--- src/logic/mp3_glue_defs.svh ---
`ifndef MP3_GLUE_DEFS_SVH
`define MP3_GLUE_DEFS_SVH

// ========================================
// glue widths and sizes
// ========================================

// granule ram and playback address width
`define MP3_ADDR_WIDTH 10

// one sample word
`define MP3_DATA_WIDTH 16

// words per granule ram
`define MP3_RAM_DEPTH 1024

// playback address the first mac start waits for
`define MP3_PCM_START_MARK 500

`endif

--- src/logic/mp3_glue_pkg.sv ---
`include "mp3_glue_defs.svh"

package mp3_glue_pkg;

	// ========================================
	// frame side information
	// ========================================

	// channel mode field from the frame header
	typedef enum logic [1:0] {
		stereo       = 2'd0,
		joint_stereo = 2'd1,
		dual_channel = 2'd2,
		mono         = 2'd3
	} channel_mode_e;

	// window block type of one channel
	typedef enum logic [1:0] {
		long_block  = 2'd0,
		start_block = 2'd1,
		short_block = 2'd2,
		stop_block  = 2'd3
	} block_type_e;

	// bit order as the huffman engine packs it, switching on top
	typedef struct packed {
		logic        switching;
		block_type_e block_type;
		logic        mixed;
	} granule_info_t;

	// mode plus both channels
	typedef struct packed {
		channel_mode_e mode;
		granule_info_t ch1;
		granule_info_t ch0;
	} frame_info_t;

	// mac start scheduler
	typedef enum logic [1:0] {
		wait_first = 2'd0,
		armed      = 2'd1,
		running    = 2'd2
	} sched_state_e;

	// one write from the huffman stage into the granule rams
	typedef struct packed {
		logic [`MP3_ADDR_WIDTH-1:0] addr;
		logic [`MP3_DATA_WIDTH-1:0] data;
		logic                       we_ch0;
		logic                       we_ch1;
	} granule_wr_t;

endpackage

--- src/logic/mac_scheduler.sv ---
`include "mp3_glue_defs.svh"

module mac_scheduler
	import mp3_glue_pkg::*;
(
	input  logic                       HUFF_clock,
	input  logic                       MAC_resetn,
	input  logic                       mac_done,
	input  channel_mode_e              mode,
	input  logic [`MP3_ADDR_WIDTH-1:0] pcm_rd_address,
	input  logic [`MP3_ADDR_WIDTH-1:0] ch0_pcm_wr_address,
	output logic                       ch0_start,
	output logic                       ch1_start
);

	sched_state_e               state;
	// playback read address, one cycle late
	logic [`MP3_ADDR_WIDTH-1:0] rd_addr_q;
	// address playback must reach before next start
	logic [`MP3_ADDR_WIDTH-1:0] mark;
	// playback has caught up with the mark
	logic                       caught_up;
	// channel 1 runs only for two coded channels
	logic                       two_channel;

	// ========================================
	// playback address compare
	// ========================================

	always_ff @(posedge HUFF_clock) begin
		rd_addr_q <= pcm_rd_address;
	end

	assign caught_up = rd_addr_q == mark;

	// dual channel and mono leave channel 1 idle
	assign two_channel = (mode == stereo) || (mode == joint_stereo);

	// ========================================
	// start fsm
	// ========================================

	always_ff @(posedge HUFF_clock or negedge MAC_resetn) begin
		if (!MAC_resetn) begin
			state     <= wait_first;
			mark      <= `MP3_PCM_START_MARK;
			ch0_start <= 1'b0;
			ch1_start <= 1'b0;
		end else begin
			case (state)
				wait_first: begin
					// first pass through the start mark
					if (mac_done && caught_up) begin
						mark  <= '0;
						state <= armed;
					end
				end
				armed: begin
					// starts are always low here
					// mac idle and playback at last written sample
					if (mac_done && caught_up) begin
						ch0_start <= 1'b1;
						ch1_start <= two_channel;
						state     <= running;
					end
				end
				running: begin
					// hold start until the mac drops done
					if (!mac_done) begin
						ch0_start <= 1'b0;
						ch1_start <= 1'b0;
						// next start waits for this write point
						mark      <= ch0_pcm_wr_address;
						state     <= armed;
					end
				end
				default: begin
					ch0_start <= 1'b0;
					ch1_start <= 1'b0;
					state     <= wait_first;
				end
			endcase
		end
	end

endmodule

--- config.mk ---
export PLATFORM = sky130hd
export DESIGN_NAME = mac_scheduler
export DESIGN_NICKNAME = d
export VERILOG_FILES = /design/src/logic/mp3_glue_pkg.sv /design/src/logic/mac_scheduler.sv
export VERILOG_INCLUDE_DIRS = /design/src /design/src/logic
export SDC_FILE = /design/constraint.sdc
export NUM_CORES = 1
export LEC_CHECK = 0
export ABC_AREA = 1
export BUFFER_PORTS_ARGS = -buffer_cell sky130_fd_sc_hd__buf_2
export CAP_MARGIN = 5
export CORE_MARGIN = 8
export CORE_UTILIZATION = 45
export CTS_CLUSTER_DIAMETER = 100
export DETAILED_ROUTE_END_ITERATION = 8
export PLACE_DENSITY = 0.76
export SLEW_MARGIN = 5
export SYNTH_ARGS = -nofsm -noshare
export SYNTH_HDL_FRONTEND = slang
export SYNTH_SLANG_ARGS = --single-unit
export TNS_END_PERCENT = 50
--- constraint.sdc ---
create_clock -name HUFF_clock -period 1.9 [get_ports HUFF_clock]
set_input_delay 0.19 -clock HUFF_clock [delete_from_list [all_inputs] [get_ports HUFF_clock]]
set_output_delay 0.19 -clock HUFF_clock [all_outputs]
set_load 0.005 [all_outputs]
==> qor.yml <==
worst-path-max-fanout: 11
fin_crit_sh_pct: 81.3
worst_slew_pin_slew_ns: 0.450
route.detailed.drc: 0
grt_busiest_layer: "met2"
ys_types: 17
die_h_microns: 62.6
drv_cap: 0
netlist_instances: 123
worst_hold_path.num_cells: 3
skew_ns: 0.00634
grt_use_met1_pct: 10.6
routedWlPerCell_microns: 10.2
max_freq_mhz: 648
maxSlewHeadroom_pct: 70.0
n_antenna_cell: 0
worstHoldStart: "ch0_pcm_wr_address[2]"
drt_pass1_iterations: 4
syn_area_sq_um: 976
grt_use_total_pct: 10.3
ctsHtreeMaxLevel: 1
r2r_slack_ns: 0.36
die-width_microns: 62.6
ios: 27
area.growth.synth_to_final_pct: 30.3
cts_resized: 0
clk_latency_ns: 0.30
via_count: 806
syn_nets: 148
grt_overflow: 0
crit_path_start_kind: "register"
antenna_found_initial: 0
cts.sinks: 24
coreArea_sq_um: 2130
drt_iter0_drc: 15
drv_slew: 0
vdd_drop_max_mv: 0.447
crit_required_ns: 2.10
cts_hold_buf: 11
clock_path_buffers: 2
gpl.final_weighted_congestion: 0.813
rsz0062_at_grt: "no"
criticalPathCategory: "reg -> reg"
via_per_inst: 4.24
status: "finished clean"
tns_ns: 0
pwr_density_cell_nw_per_um2: 718
finalWirelength_microns: 1940
dieArea_sq_um: 3920
grt_pass1_vias: 850
floorplan.initialDensity_pct: 45.9
final_nets: 188
ant_nets: 0
synth.avg_cell_area_sq_um: 7.93
worstHoldEndpoint: "mark[2]$_DFFE_PN1P_"
setup_violations: 0
cts_root_buf: "clkbuf_4"
grt_max_degree: 15
cts_tree: "done"
crit_path_start: "mark[5]$_DFFE_PN1P_"
fin_util_pct: 59.8
use_met3_pct: 3.94
post-route-min-period_ns: 1.54
reg2reg_from: "mark[5]$_DFFE_PN1P_"
r2r_end: "mark[9]$_DFFE_PN0P_"
placementRows: 17
numCtsBuffers: 3
postCtsSetupRepairBufs: 0
synth_warnings: 0
grtUsageMet2_pct: 18.8
grt_pass1_wl_microns: 3360
p_leak_nw: 0.686
io_buffer_count: 25
hold_viol_final: 0
dp_hpwl_microns: 1390
critPathArrivalTime_ns: 1.75
yosysSeqAreaShare_pct: 57.2
worst_setup_path_end_kind: "register"
hold_path_class: "in -> reg"
path_clk_slew_ns: 0.12
drive_gt1_share_pct: 25.3
ys_seq_elements: 24
reg2reg_depth: 11
critical path, cell delays in order, from the launching register on:
cell	delay, ns
dfstp_2	0.56
inv_1	0.04
nand2_1	0.05
nand2_1	0.05
nor2_1	0.10
nand2_1	0.05
nor2_1	0.13
nand2_1	0.08
nand2_2	0.09
nand2_2	0.16
nand2_1	0.10
nand2_1	0.05
synth_stat cells:
cell type   n  area (sq um)
dfstp_2     6           158
a21oi_1     1          5.00
nand2_1    56           210
o21ai_0     3          15.0
inv_1      19          71.3
nand2_2     3          18.8
nor3_1      1          5.00
buf_6       1          11.3
nor2_2      1          6.26
dfrtp_1     8           200
xnor2_1     2          17.5
nand3_1     2          10.0
inv_2       1          3.75
nor2_1      6          22.5
dfxtp_1    10           200
nand4_1     2          12.5
a21oi_2     1          8.76
cell type report:
type                    count  area [sq um]
clock buffers               4          36.3
well taps                  28          35.0
inverters                  20          75.1
multi-input cells          78           332
flip-flops and latches     24           558
fillers                   196           856
repair buffers             36           235
through the flow:
stage / power (mW) / hold WS, ns / area (sq um) / worst slack [ns] / std cells
2_1_floorplan: 0.608 / -0.106 / 976 / 0.496 / 123
3_3_place_gp: 0.646 / 0.103 / 1120 / 0.382 / 175
3_5_place_dp: 0.651 / 0.104 / 1120 / 0.361 / 175
4_1_cts: 0.927 / 0.0574 / 1270 / 0.339 / 190
5_1_grt: 0.964 / 0.0564 / 1270 / 0.113 / 190
6_report: 0.913 / 0.0646 / 1270 / 0.356 / 190
layout by cell type (no fill, tap or decap):
cell           netlist  final
nand2_1             56     56
buf_2                0     25
inv_1               19     19
dlygate4sd3_1        0     11
dfxtp_1             10     10
dfrtp_1              8      8
nor2_1               6      6
dfstp_2              6      6
nand2_2              3      3
o21ai_0              3      3
clkbuf_4             0      3
nand3_1              2      2
xnor2_1              2      2
nand4_1              2      2
inv_2                1      1
a21oi_2              1      1
a21oi_1              1      1
nor2_2               1      1
nor3_1               1      1
clkbuf_8             0      1
worst max path at each step:
stage,slack (ns),endpoint
5_1_grt,0.11,mark[9]$_DFFE_PN0P_
6_report,0.36,mark[9]$_DFFE_PN0P_
3_3_place_gp,0.38,mark[1]$_DFFE_PN0P_
3_5_place_dp,0.36,mark[1]$_DFFE_PN0P_
4_1_cts,0.34,mark[9]$_DFFE_PN0P_
2_1_floorplan,0.50,mark[1]$_DFFE_PN0P_
per-layer routing:
layer	up-vias	part of all wire [%]
li1	439	-
met1	346	45
met4	0	0.51
met2	19	48
met3	2	6.5
met5	-	0
where the power goes:
| part | leakage (nW) | switching, mW | internal [mW] |
|---|---|---|---|
| Combinational | 0.415 | 0.0448 | 0.0543 |
| Clock | 0.0210 | 0.139 | 0.117 |
| Sequential | 0.251 | 0.0177 | 0.540 |
flip-flops by register name (all words and copies together) (netlist names):
signal     cells
rd_addr_q     10
mark          10
state          2
ch0_start      1
ch1_start      1
cells by family after synthesis:
logic type	after synthesis	synth area share, %
AO/OA/AOI/OAI	5	2.95
AND/OR/NAND/NOR	71	29.2
flip-flops	24	57.2
buffers and inverters	21	8.85
XOR/XNOR	2	1.80
Power figures use the tool's default switching activity.
