## src/logic/mp3_glue_defs.svh

```systemverilog
`ifndef MP3_GLUE_DEFS_SVH
`define MP3_GLUE_DEFS_SVH

// ========================================
// glue widths and sizes
// ========================================

// granule ram and playback address width
`define MP3_ADDR_WIDTH 10

// one sample word
`define MP3_DATA_WIDTH 16

// words per granule ram
`define MP3_RAM_DEPTH 1024

// playback address the first mac start waits for
`define MP3_PCM_START_MARK 500

`endif

```

## src/logic/mp3_glue_pkg.sv

```systemverilog
`include "mp3_glue_defs.svh"

package mp3_glue_pkg;

	// ========================================
	// frame side information
	// ========================================

	// channel mode field from the frame header
	typedef enum logic [1:0] {
		stereo       = 2'd0,
		joint_stereo = 2'd1,
		dual_channel = 2'd2,
		mono         = 2'd3
	} channel_mode_e;

	// window block type of one channel
	typedef enum logic [1:0] {
		long_block  = 2'd0,
		start_block = 2'd1,
		short_block = 2'd2,
		stop_block  = 2'd3
	} block_type_e;

	// bit order as the huffman engine packs it, switching on top
	typedef struct packed {
		logic        switching;
		block_type_e block_type;
		logic        mixed;
	} granule_info_t;

	// mode plus both channels
	typedef struct packed {
		channel_mode_e mode;
		granule_info_t ch1;
		granule_info_t ch0;
	} frame_info_t;

	// mac start scheduler
	typedef enum logic [1:0] {
		wait_first = 2'd0,
		armed      = 2'd1,
		running    = 2'd2
	} sched_state_e;

	// one write from the huffman stage into the granule rams
	typedef struct packed {
		logic [`MP3_ADDR_WIDTH-1:0] addr;
		logic [`MP3_DATA_WIDTH-1:0] data;
		logic                       we_ch0;
		logic                       we_ch1;
	} granule_wr_t;

endpackage

```

## src/logic/granule_info_latch.sv

```systemverilog
module granule_info_latch
	import mp3_glue_pkg::*;
(
	input  logic        HUFF_clock,
	input  logic        MAC_resetn,
	input  logic        huff_done,
	input  frame_info_t huff_info,
	output frame_info_t mac_info
);

	// previous huff_done
	logic        done_q;
	// granule end seen this cycle
	logic        done_rise;
	// huffman side capture stage
	frame_info_t capture_q;

	// ========================================
	// granule end detect
	// ========================================

	always_ff @(posedge HUFF_clock or negedge MAC_resetn) begin
		if (!MAC_resetn) begin
			done_q <= 1'b0;
		end else begin
			done_q <= huff_done;
		end
	end

	// low to high of the done level
	assign done_rise = huff_done && !done_q;

	// ========================================
	// two stage capture
	// ========================================

	// stage one, only on granule end
	always_ff @(posedge HUFF_clock or negedge MAC_resetn) begin
		if (!MAC_resetn) begin
			capture_q <= '0;
		end else if (done_rise) begin
			capture_q <= huff_info;
		end
	end

	// stage two toward the mac, copies every cycle
	// zero after reset means stereo, long blocks
	always_ff @(posedge HUFF_clock or negedge MAC_resetn) begin
		if (!MAC_resetn) begin
			mac_info <= '0;
		end else begin
			mac_info <= capture_q;
		end
	end

endmodule

```

## config.mk

```make
export PLATFORM = sky130hd
export DESIGN_NAME = granule_info_latch
export DESIGN_NICKNAME = d
export VERILOG_FILES = /design/src/logic/mp3_glue_pkg.sv /design/src/logic/granule_info_latch.sv
export VERILOG_INCLUDE_DIRS = /design/src /design/src/logic
export SDC_FILE = /design/constraint.sdc
export NUM_CORES = 1
export LEC_CHECK = 0
export BUFFER_PORTS_ARGS = -buffer_cell sky130_fd_sc_hd__buf_2
export CAP_MARGIN = 15
export CORE_MARGIN = 3
export CORE_UTILIZATION = 46
export CTS_BUF_LIST = sky130_fd_sc_hd__clkbuf_16
export DETAILED_ROUTE_END_ITERATION = 7
export GPL_TIMING_DRIVEN = 0
export PLACE_DENSITY = 0.74
export SETUP_SLACK_MARGIN = 0.3
export SKIP_CTS_REPAIR_TIMING = 1
export SLEW_MARGIN = 20
export SYNTH_ARGS = -nofsm -noshare
export SYNTH_HDL_FRONTEND = slang
export SYNTH_SLANG_ARGS = --single-unit
```

## constraint.sdc

```tcl
create_clock -name HUFF_clock -period 1.25 [get_ports HUFF_clock]
set_input_delay 0.0625 -clock HUFF_clock [delete_from_list [all_inputs] [get_ports HUFF_clock]]
set_output_delay 0.0625 -clock HUFF_clock [all_outputs]
set_load 0.005 [all_outputs]
```

==> metrics.md, run 1 <==
| Metric | Value |
|---|---|
| Status | `completed` |
| CTS root buf | `clkbuf_16` |
| Clock Skew | `0.001845 ns` |
| Met3 usage in global routing | `3.586%` |
| DP Worst Slack | `0.1700 ns` |
| Sequential Area | `525.5 sq um` |
| H-tree level count | `1` |
| Crit path capture type | `register` |
| Dpl cell area | `838.3 sq um` |
| Final hold violations | `0` |
| Start point of the critical path | `done_q` |
| Worst setup margin | `0.1631 ns` |
| Starting Density | `51.92%` |
| Post-Synth Adder-Cell Area | `0%` |
| Pleak | `0.4746 nW` |
| Clk buf depth | `2` |
| Area share of the largest cell type after synthesis | `74.07%` |
| Number of buffers created by CTS | `3` |
| Final Cycle Share | `86.95%` |
| Final Cell Area | `937.1 sq um` |
| Mux share of post-synthesis cell area | `21.16%` |
| Worst setup endpoint | `capture_q[7]` |
| # fillers | `108` |
| Drt drc | `0` |
| Critical Path AT | `1.22 ns` |
| Die Y-Extent | `45.27 um` |
| Core area | `1366 sq um` |
| Die span in x | `45.27 um` |
| Cell area after synthesis | `709.4 sq um` |
| Iteration-0 DRC Markers | `1` |
| Fin. max-slew vios | `0` |
| Routed Antenna Nets | `0` |
| GR Overflow Total | `0` |
| Number of synthesized register bits | `21` |
| Synth cell types | `4` |
| Tot Pwr | `0.001631 W` |
| Hpwl dp | `652.9 um` |
| RSZ-0062 raised after global routing | `true` |
| GR Layer Usage met1 | `14.36%` |
| Post-Synthesis Cells | `33` |
| Cell Rows | `13` |
| Largest family of logic cells by synthesized area | `multiplexers` |
| R2R Path Start | `done_q` |
| Worst vdd ir | `0.001058 V` |
| Seq/Total Area, Yosys | `74.07%` |
| Initial antenna violation count | `0` |
| Met2 Use GR | `16.95%` |
| Fin nets | `75` |
| Mean routed wirelength per cell | `12.14 um` |
| Synth Net Count | `46` |
| Critical Path RT | `1.38 ns` |
| Reg2reg end | `capture_q[7]` |
| FF-to-FF setup slack | `0.16 ns` |
| Worst R2R Path Depth | `3` |
| Synth Area in XOR/XNOR | `0%` |
| Synth area leader | `dfrtp_1` |
| Highest clock rate | `0.9201 GHz` |
| GRT Total Usage | `11.14%` |
| Ys Warns | `0` |
| CTS tree | `yes` |
| Pwr Density | `1741 nW/um^2` |
| Synth Area in Simple Gates | `1.940%` |
| Diodes inserted | `0` |
| Pre-antenna DRT Iters | `2` |
| Least-Margin Pin Slew | `0.4311 ns` |
| CP Class | `register to register` |
| CTS clock-pin slew for the worst setup and hold paths | `0.05 ns` |
| # Max-Cap Violations | `0` |
| Vias/cell | `4.684` |
| Placer Congestion | `0.5769` |
| Sum Neg Setup Slack | `0 ns` |
| Slew headroom | `71.26%` |
| Critical Path Start Type | `register` |
| Final worst path period need | `1.087 ns` |
| Final wirelength | `923 um` |
| HP Class | `input port to register` |
| Layout area overhead | `32.10%` |
| Largest net degree at the start of global routing | `22` |
| Synth Area in Compound Gates | `0%` |
| Clock latency on the worst-skew pair | `0.25 ns` |
| Vias in the first global route | `354` |
| I/O Pins | `23` |
| Syn_area_per_cell | `21.50 sq um` |
| Layout cells sized above 1 | `60.66%` |
| Vias | `356` |
| PortBufs | `22` |
| Area of the multi-input gates | `163.9 sq um` |
| Global-route wire length before repair | `1607 um` |
| Busiest grt layer | `met2` |
| Setup Viol. Count Final | `0` |
| Area contributors post-synth | `dfrtp_1, mux2_4, buf_12` |
| Die area | `2049 sq um` |
| Clock sinks | `21` |
| Critical-path maximum fanout | `10` |
==> registers in the layout, summed over array words and instances (netlist names) <==
signal / flops
capture_q: 10
done_q: 1
mac_info: 10
==> cells by family after synthesis <==
group	Yosys count
muxes	10
DFF	21
and+or+nand+nor	1
buffers and inverters	1
==> Yosys cell counts, drive strengths merged <==
cell,number
buf,1
nor2b,1
mux2,10
dfrtp,21
==> where the power goes <==
| group | leakage (nW) | total, W | internal [W] | switching (W) |
|---|---|---|---|---|
| clock | 0.0423 | 0.000636 | 0.000425 | 0.000211 |
| combinational | 0.186 | 0.000183 | 0.000123 | 0.0000601 |
| sequential | 0.246 | 0.000812 | 0.000777 | 0.0000358 |
| total | 0.475 | 0.00163 | 0.00132 | 0.000307 |
==> critical path, cell delays in order (launching register included) <==
cell,delay [ns]
dfrtp_1,0.39
nor2b_4,0.13
buf_12,0.15
mux2_4,0.30
==> through the flow <==
stage | instances | hold WS, ns | utilization [%]
after floorplan | 33 | -0.2331 | -
after CTS | 74 | -0.2354 | 67.12
after global placement | 70 | 0.02551 | 61.36
after detailed placement | 70 | 0.02740 | 61.36
after global routing | 76 | 0.04183 | 68.59
final | 76 | 0.04349 | 68.59
==> layout by cell type (no fill, tap or decap), drive strengths merged <==
| cell | n |
|---|---|
| buf | 23 |
| dfrtp | 21 |
| mux2 | 10 |
| clkbuf | 3 |
| dlygate4sd3 | 2 |
| nor2b | 1 |
| inv | 1 |
==> routing by layer <==
metal  wire length [um]  vias up
li1                   -      167
met1                417      174
met2                438       15
met3                 66        0
met4                  0        0
met5                  0        -
==> cell type report <==
cell class                 instances  share of cell area, %
buffer                             1                  2.136
clock buffer                       3                  8.011
clock inverter                     1                 0.4005
multi-input combinational         11                  17.49
sequential                        21                  56.07
tap                               15                  2.003
timing repair buffer              24                  13.89
==> worst min-delay path by stage <==
stage | from | end | slack [ns] | depth (start not counted)
after detailed placement | MAC_resetn | mac_info[6] | 0.03 | 1
final | huff_info[9] | capture_q[9] | 0.04 | 2
after floorplan | MAC_resetn | capture_q[0] | -0.23 | 0
after CTS | MAC_resetn | mac_info[6] | -0.24 | 1
after global routing | huff_info[3] | capture_q[3] | 0.04 | 2
after global placement | MAC_resetn | mac_info[6] | 0.03 | 1
No activity file was read; power rests on OpenSTA's default activity.
==> run 2, diff against run 1 <==
--- a/config.mk
+++ b/config.mk
@@ -14,7 +14,6 @@
 export DETAILED_ROUTE_END_ITERATION = 7
 export GPL_TIMING_DRIVEN = 0
 export PLACE_DENSITY = 0.74
-export SETUP_SLACK_MARGIN = 0.3
 export SKIP_CTS_REPAIR_TIMING = 1
 export SLEW_MARGIN = 20
 export SYNTH_ARGS = -nofsm -noshare
==> run 2 against run 1 <==
  * Die area is the same
  * Fmax shrank 6.3%
  * Via count grew 0.28%
  * Global-route usage is the same
  * Non-clock buffer count is the same
  * Highest routed layer unchanged
==> metrics.md, run 2 (synthesized netlist as in run 1, its figures left out) <==
| Metric | Value |
|---|---|
| Global-route wire length before repair | `1607 um (unchanged)` |
| Min-Delay Startpoint | `huff_info[9]` |
| GRT Total Usage | `11.14% (unchanged)` |
| Clock sinks | `21 (unchanged)` |
| H-tree level count | `1 (unchanged)` |
| Placed cell count | `70 (unchanged)` |
| Pre-antenna DRT Iters | `2 (unchanged)` |
| Clk buf depth | `2 (unchanged)` |
| GR Overflow Total | `0 (unchanged)` |
| CTS clock-pin slew for the worst setup and hold paths | `0.05 ns (about the same)` |
| # Max-Cap Violations | `0 (unchanged)` |
| Sum Neg Setup Slack | `0 ns (unchanged)` |
| Fin. max-slew vios | `0 (unchanged)` |
| Clock Skew | `0.001869 ns (+0.00002470 ns)` |
| Tot Pwr | `0.001631 W (about the same)` |
| Busiest grt layer | `met2` |
| Layout cells sized above 1 | `60.66% (unchanged)` |
| CTS root buf | `clkbuf_16` |
| CP Class | `input port to register` |
| Largest net degree at the start of global routing | `22 (unchanged)` |
| Number of buffers created by CTS | `3 (unchanged)` |
| # fillers | `108 (unchanged)` |
| Hold path endpoint | `capture_q[9]` |
| Least-Margin Pin Slew | `0.4311 ns (+0.00005114 ns)` |
| Critical-path maximum fanout | `10 (unchanged)` |
| Die Y-Extent | `45.27 um (unchanged)` |
| Final hold violations | `0 (unchanged)` |
| Placer Congestion | `0.5769 (unchanged)` |
| Worst vdd ir | `0.001058 V (about the same)` |
| Vias | `357 (+0.28%)` |
| Starting Density | `51.92% (unchanged)` |
| Pwr Density | `1741 nW/um^2 (about the same)` |
| Reg2reg end | `capture_q[7]` |
| Layout Cells excl Fill | `76 (unchanged)` |
| Worst R2R Path Depth | `3 (unchanged)` |
| Commonest non-fill, non-tap cell in the layout | `buf_2` |
| Highest clock rate | `0.8620 GHz (-6.3%)` |
| Die span in x | `45.27 um (unchanged)` |
| Critical Path Start Type | `input port` |
| Vias in the first global route | `354 (unchanged)` |
| Core area | `1366 sq um (unchanged)` |
| Initial antenna violation count | `0 (unchanged)` |
| Critical Path RT | `1.38 ns (about the same)` |
| Routed Antenna Nets | `0 (unchanged)` |
| Drt drc | `0 (unchanged)` |
| Mean routed wirelength per cell | `12.24 um (+0.76%)` |
| Layout area overhead | `32.10% (unchanged)` |
| Diodes inserted | `0 (unchanged)` |
| I/O Pins | `23 (unchanged)` |
| Clock latency on the worst-skew pair | `0.25 ns (about the same)` |
| Setup Viol. Count Final | `0 (unchanged)` |
| Final wirelength | `930 um (+0.76%)` |
| Hpwl dp | `652.9 um (unchanged)` |
| Met3 usage in global routing | `3.586% (unchanged)` |
| Most frequent cells in the layout | `buf_2, dfrtp_1, mux2_4, clkbuf_16, dlygate4sd3_1` |
| Regs by FF count | `capture_q (10), mac_info (10), done_q (1)` |
| HP Class | `input port to register` |
| Met2 Use GR | `16.95% (unchanged)` |
| Slew headroom | `71.26% (about the same)` |
| R2R Path Start | `done_q` |
| Iteration-0 DRC Markers | `1 (unchanged)` |
| Sequential Area | `525.5 sq um (unchanged)` |
| Cell Rows | `13 (unchanged)` |
| Crit path capture type | `register` |
| Final Cycle Share | `92.81% (+5.9 points)` |
| Status | `completed` |
| RSZ-0062 raised after global routing | `false` |
| Final worst path period need | `1.160 ns (+0.07322 ns)` |
| Hold path depth | `2 (unchanged)` |
| Critical Path AT | `1.29 ns (+0.07 ns)` |
| PortBufs | `22 (unchanged)` |
| Area of the multi-input gates | `163.9 sq um (unchanged)` |
| Fin nets | `75 (unchanged)` |
| FF-to-FF setup slack | `0.16 ns (about the same)` |
| Vias/cell | `4.697 (+0.28%)` |
| CTS tree | `yes` |
| GR Layer Usage met1 | `14.36% (unchanged)` |
| Die area | `2049 sq um (unchanged)` |
| Pleak | `0.4746 nW (unchanged)` |
[run 2: cell counts in the layout (fill, tap and decap cells not counted)]
No cell type changed its count.
[run 2: how the worst max path moves through the flow]
stage	startpoint	slack, ns	cells past startpoint	to
2_1_floorplan	done_q	0.20	3	capture_q[0]
3_3_place_gp	done_q	0.18	3	capture_q[5]
3_5_place_dp	done_q	0.17	3	capture_q[0]
4_1_cts	done_q	0.16	3	capture_q[0]
5_1_grt	huff_done	0.03	5	capture_q[7]
6_report	huff_done	0.09	5	capture_q[7]
[run 2: area by class of cell]
class                      count  area share [%]
sequential                    21           56.07
multi-input combinational     11           17.49
timing repair buffer          24           13.89
clock buffer                   3           8.011
buffer                         1           2.136
tap                           15           2.003
clock inverter                 1          0.4005
[run 2: through the flow]
step	setup slack (ns)	utilization (%)	area, sq um	hold WS, ns
final	0.08993	68.59	937.1	0.04347
after global routing	0.02839	68.59	937.1	0.04183
after CTS	0.1590	67.12	917.1	-0.2354
after detailed placement	0.1700	61.36	838.3	0.02740
after global placement	0.1763	61.36	838.3	0.02551
after floorplan	0.1976	-	709.4	-0.2331
[run 2: layer usage]
metal / wire length [um] / up-vias / part of all wire (%)
li1: - / 167 / -
met1: 419 / 175 / 45
met2: 444 / 15 / 48
met3: 66 / 0 / 7.1
met4: 0 / 0 / 0
met5: 0 / - / 0
[run 2: power by group]
group          internal [W]  total [W]  switching (W)  leakage, nW
sequential         0.000777   0.000812      0.0000358        0.246
clock              0.000425   0.000636       0.000211       0.0423
combinational      0.000123   0.000183      0.0000602        0.186
[run 2: critical path, cell delays in order]
cell	delay (ns)
dlygate4sd3_1	0.52
buf_2	0.11
nor2b_4	0.15
buf_12	0.15
mux2_4	0.30
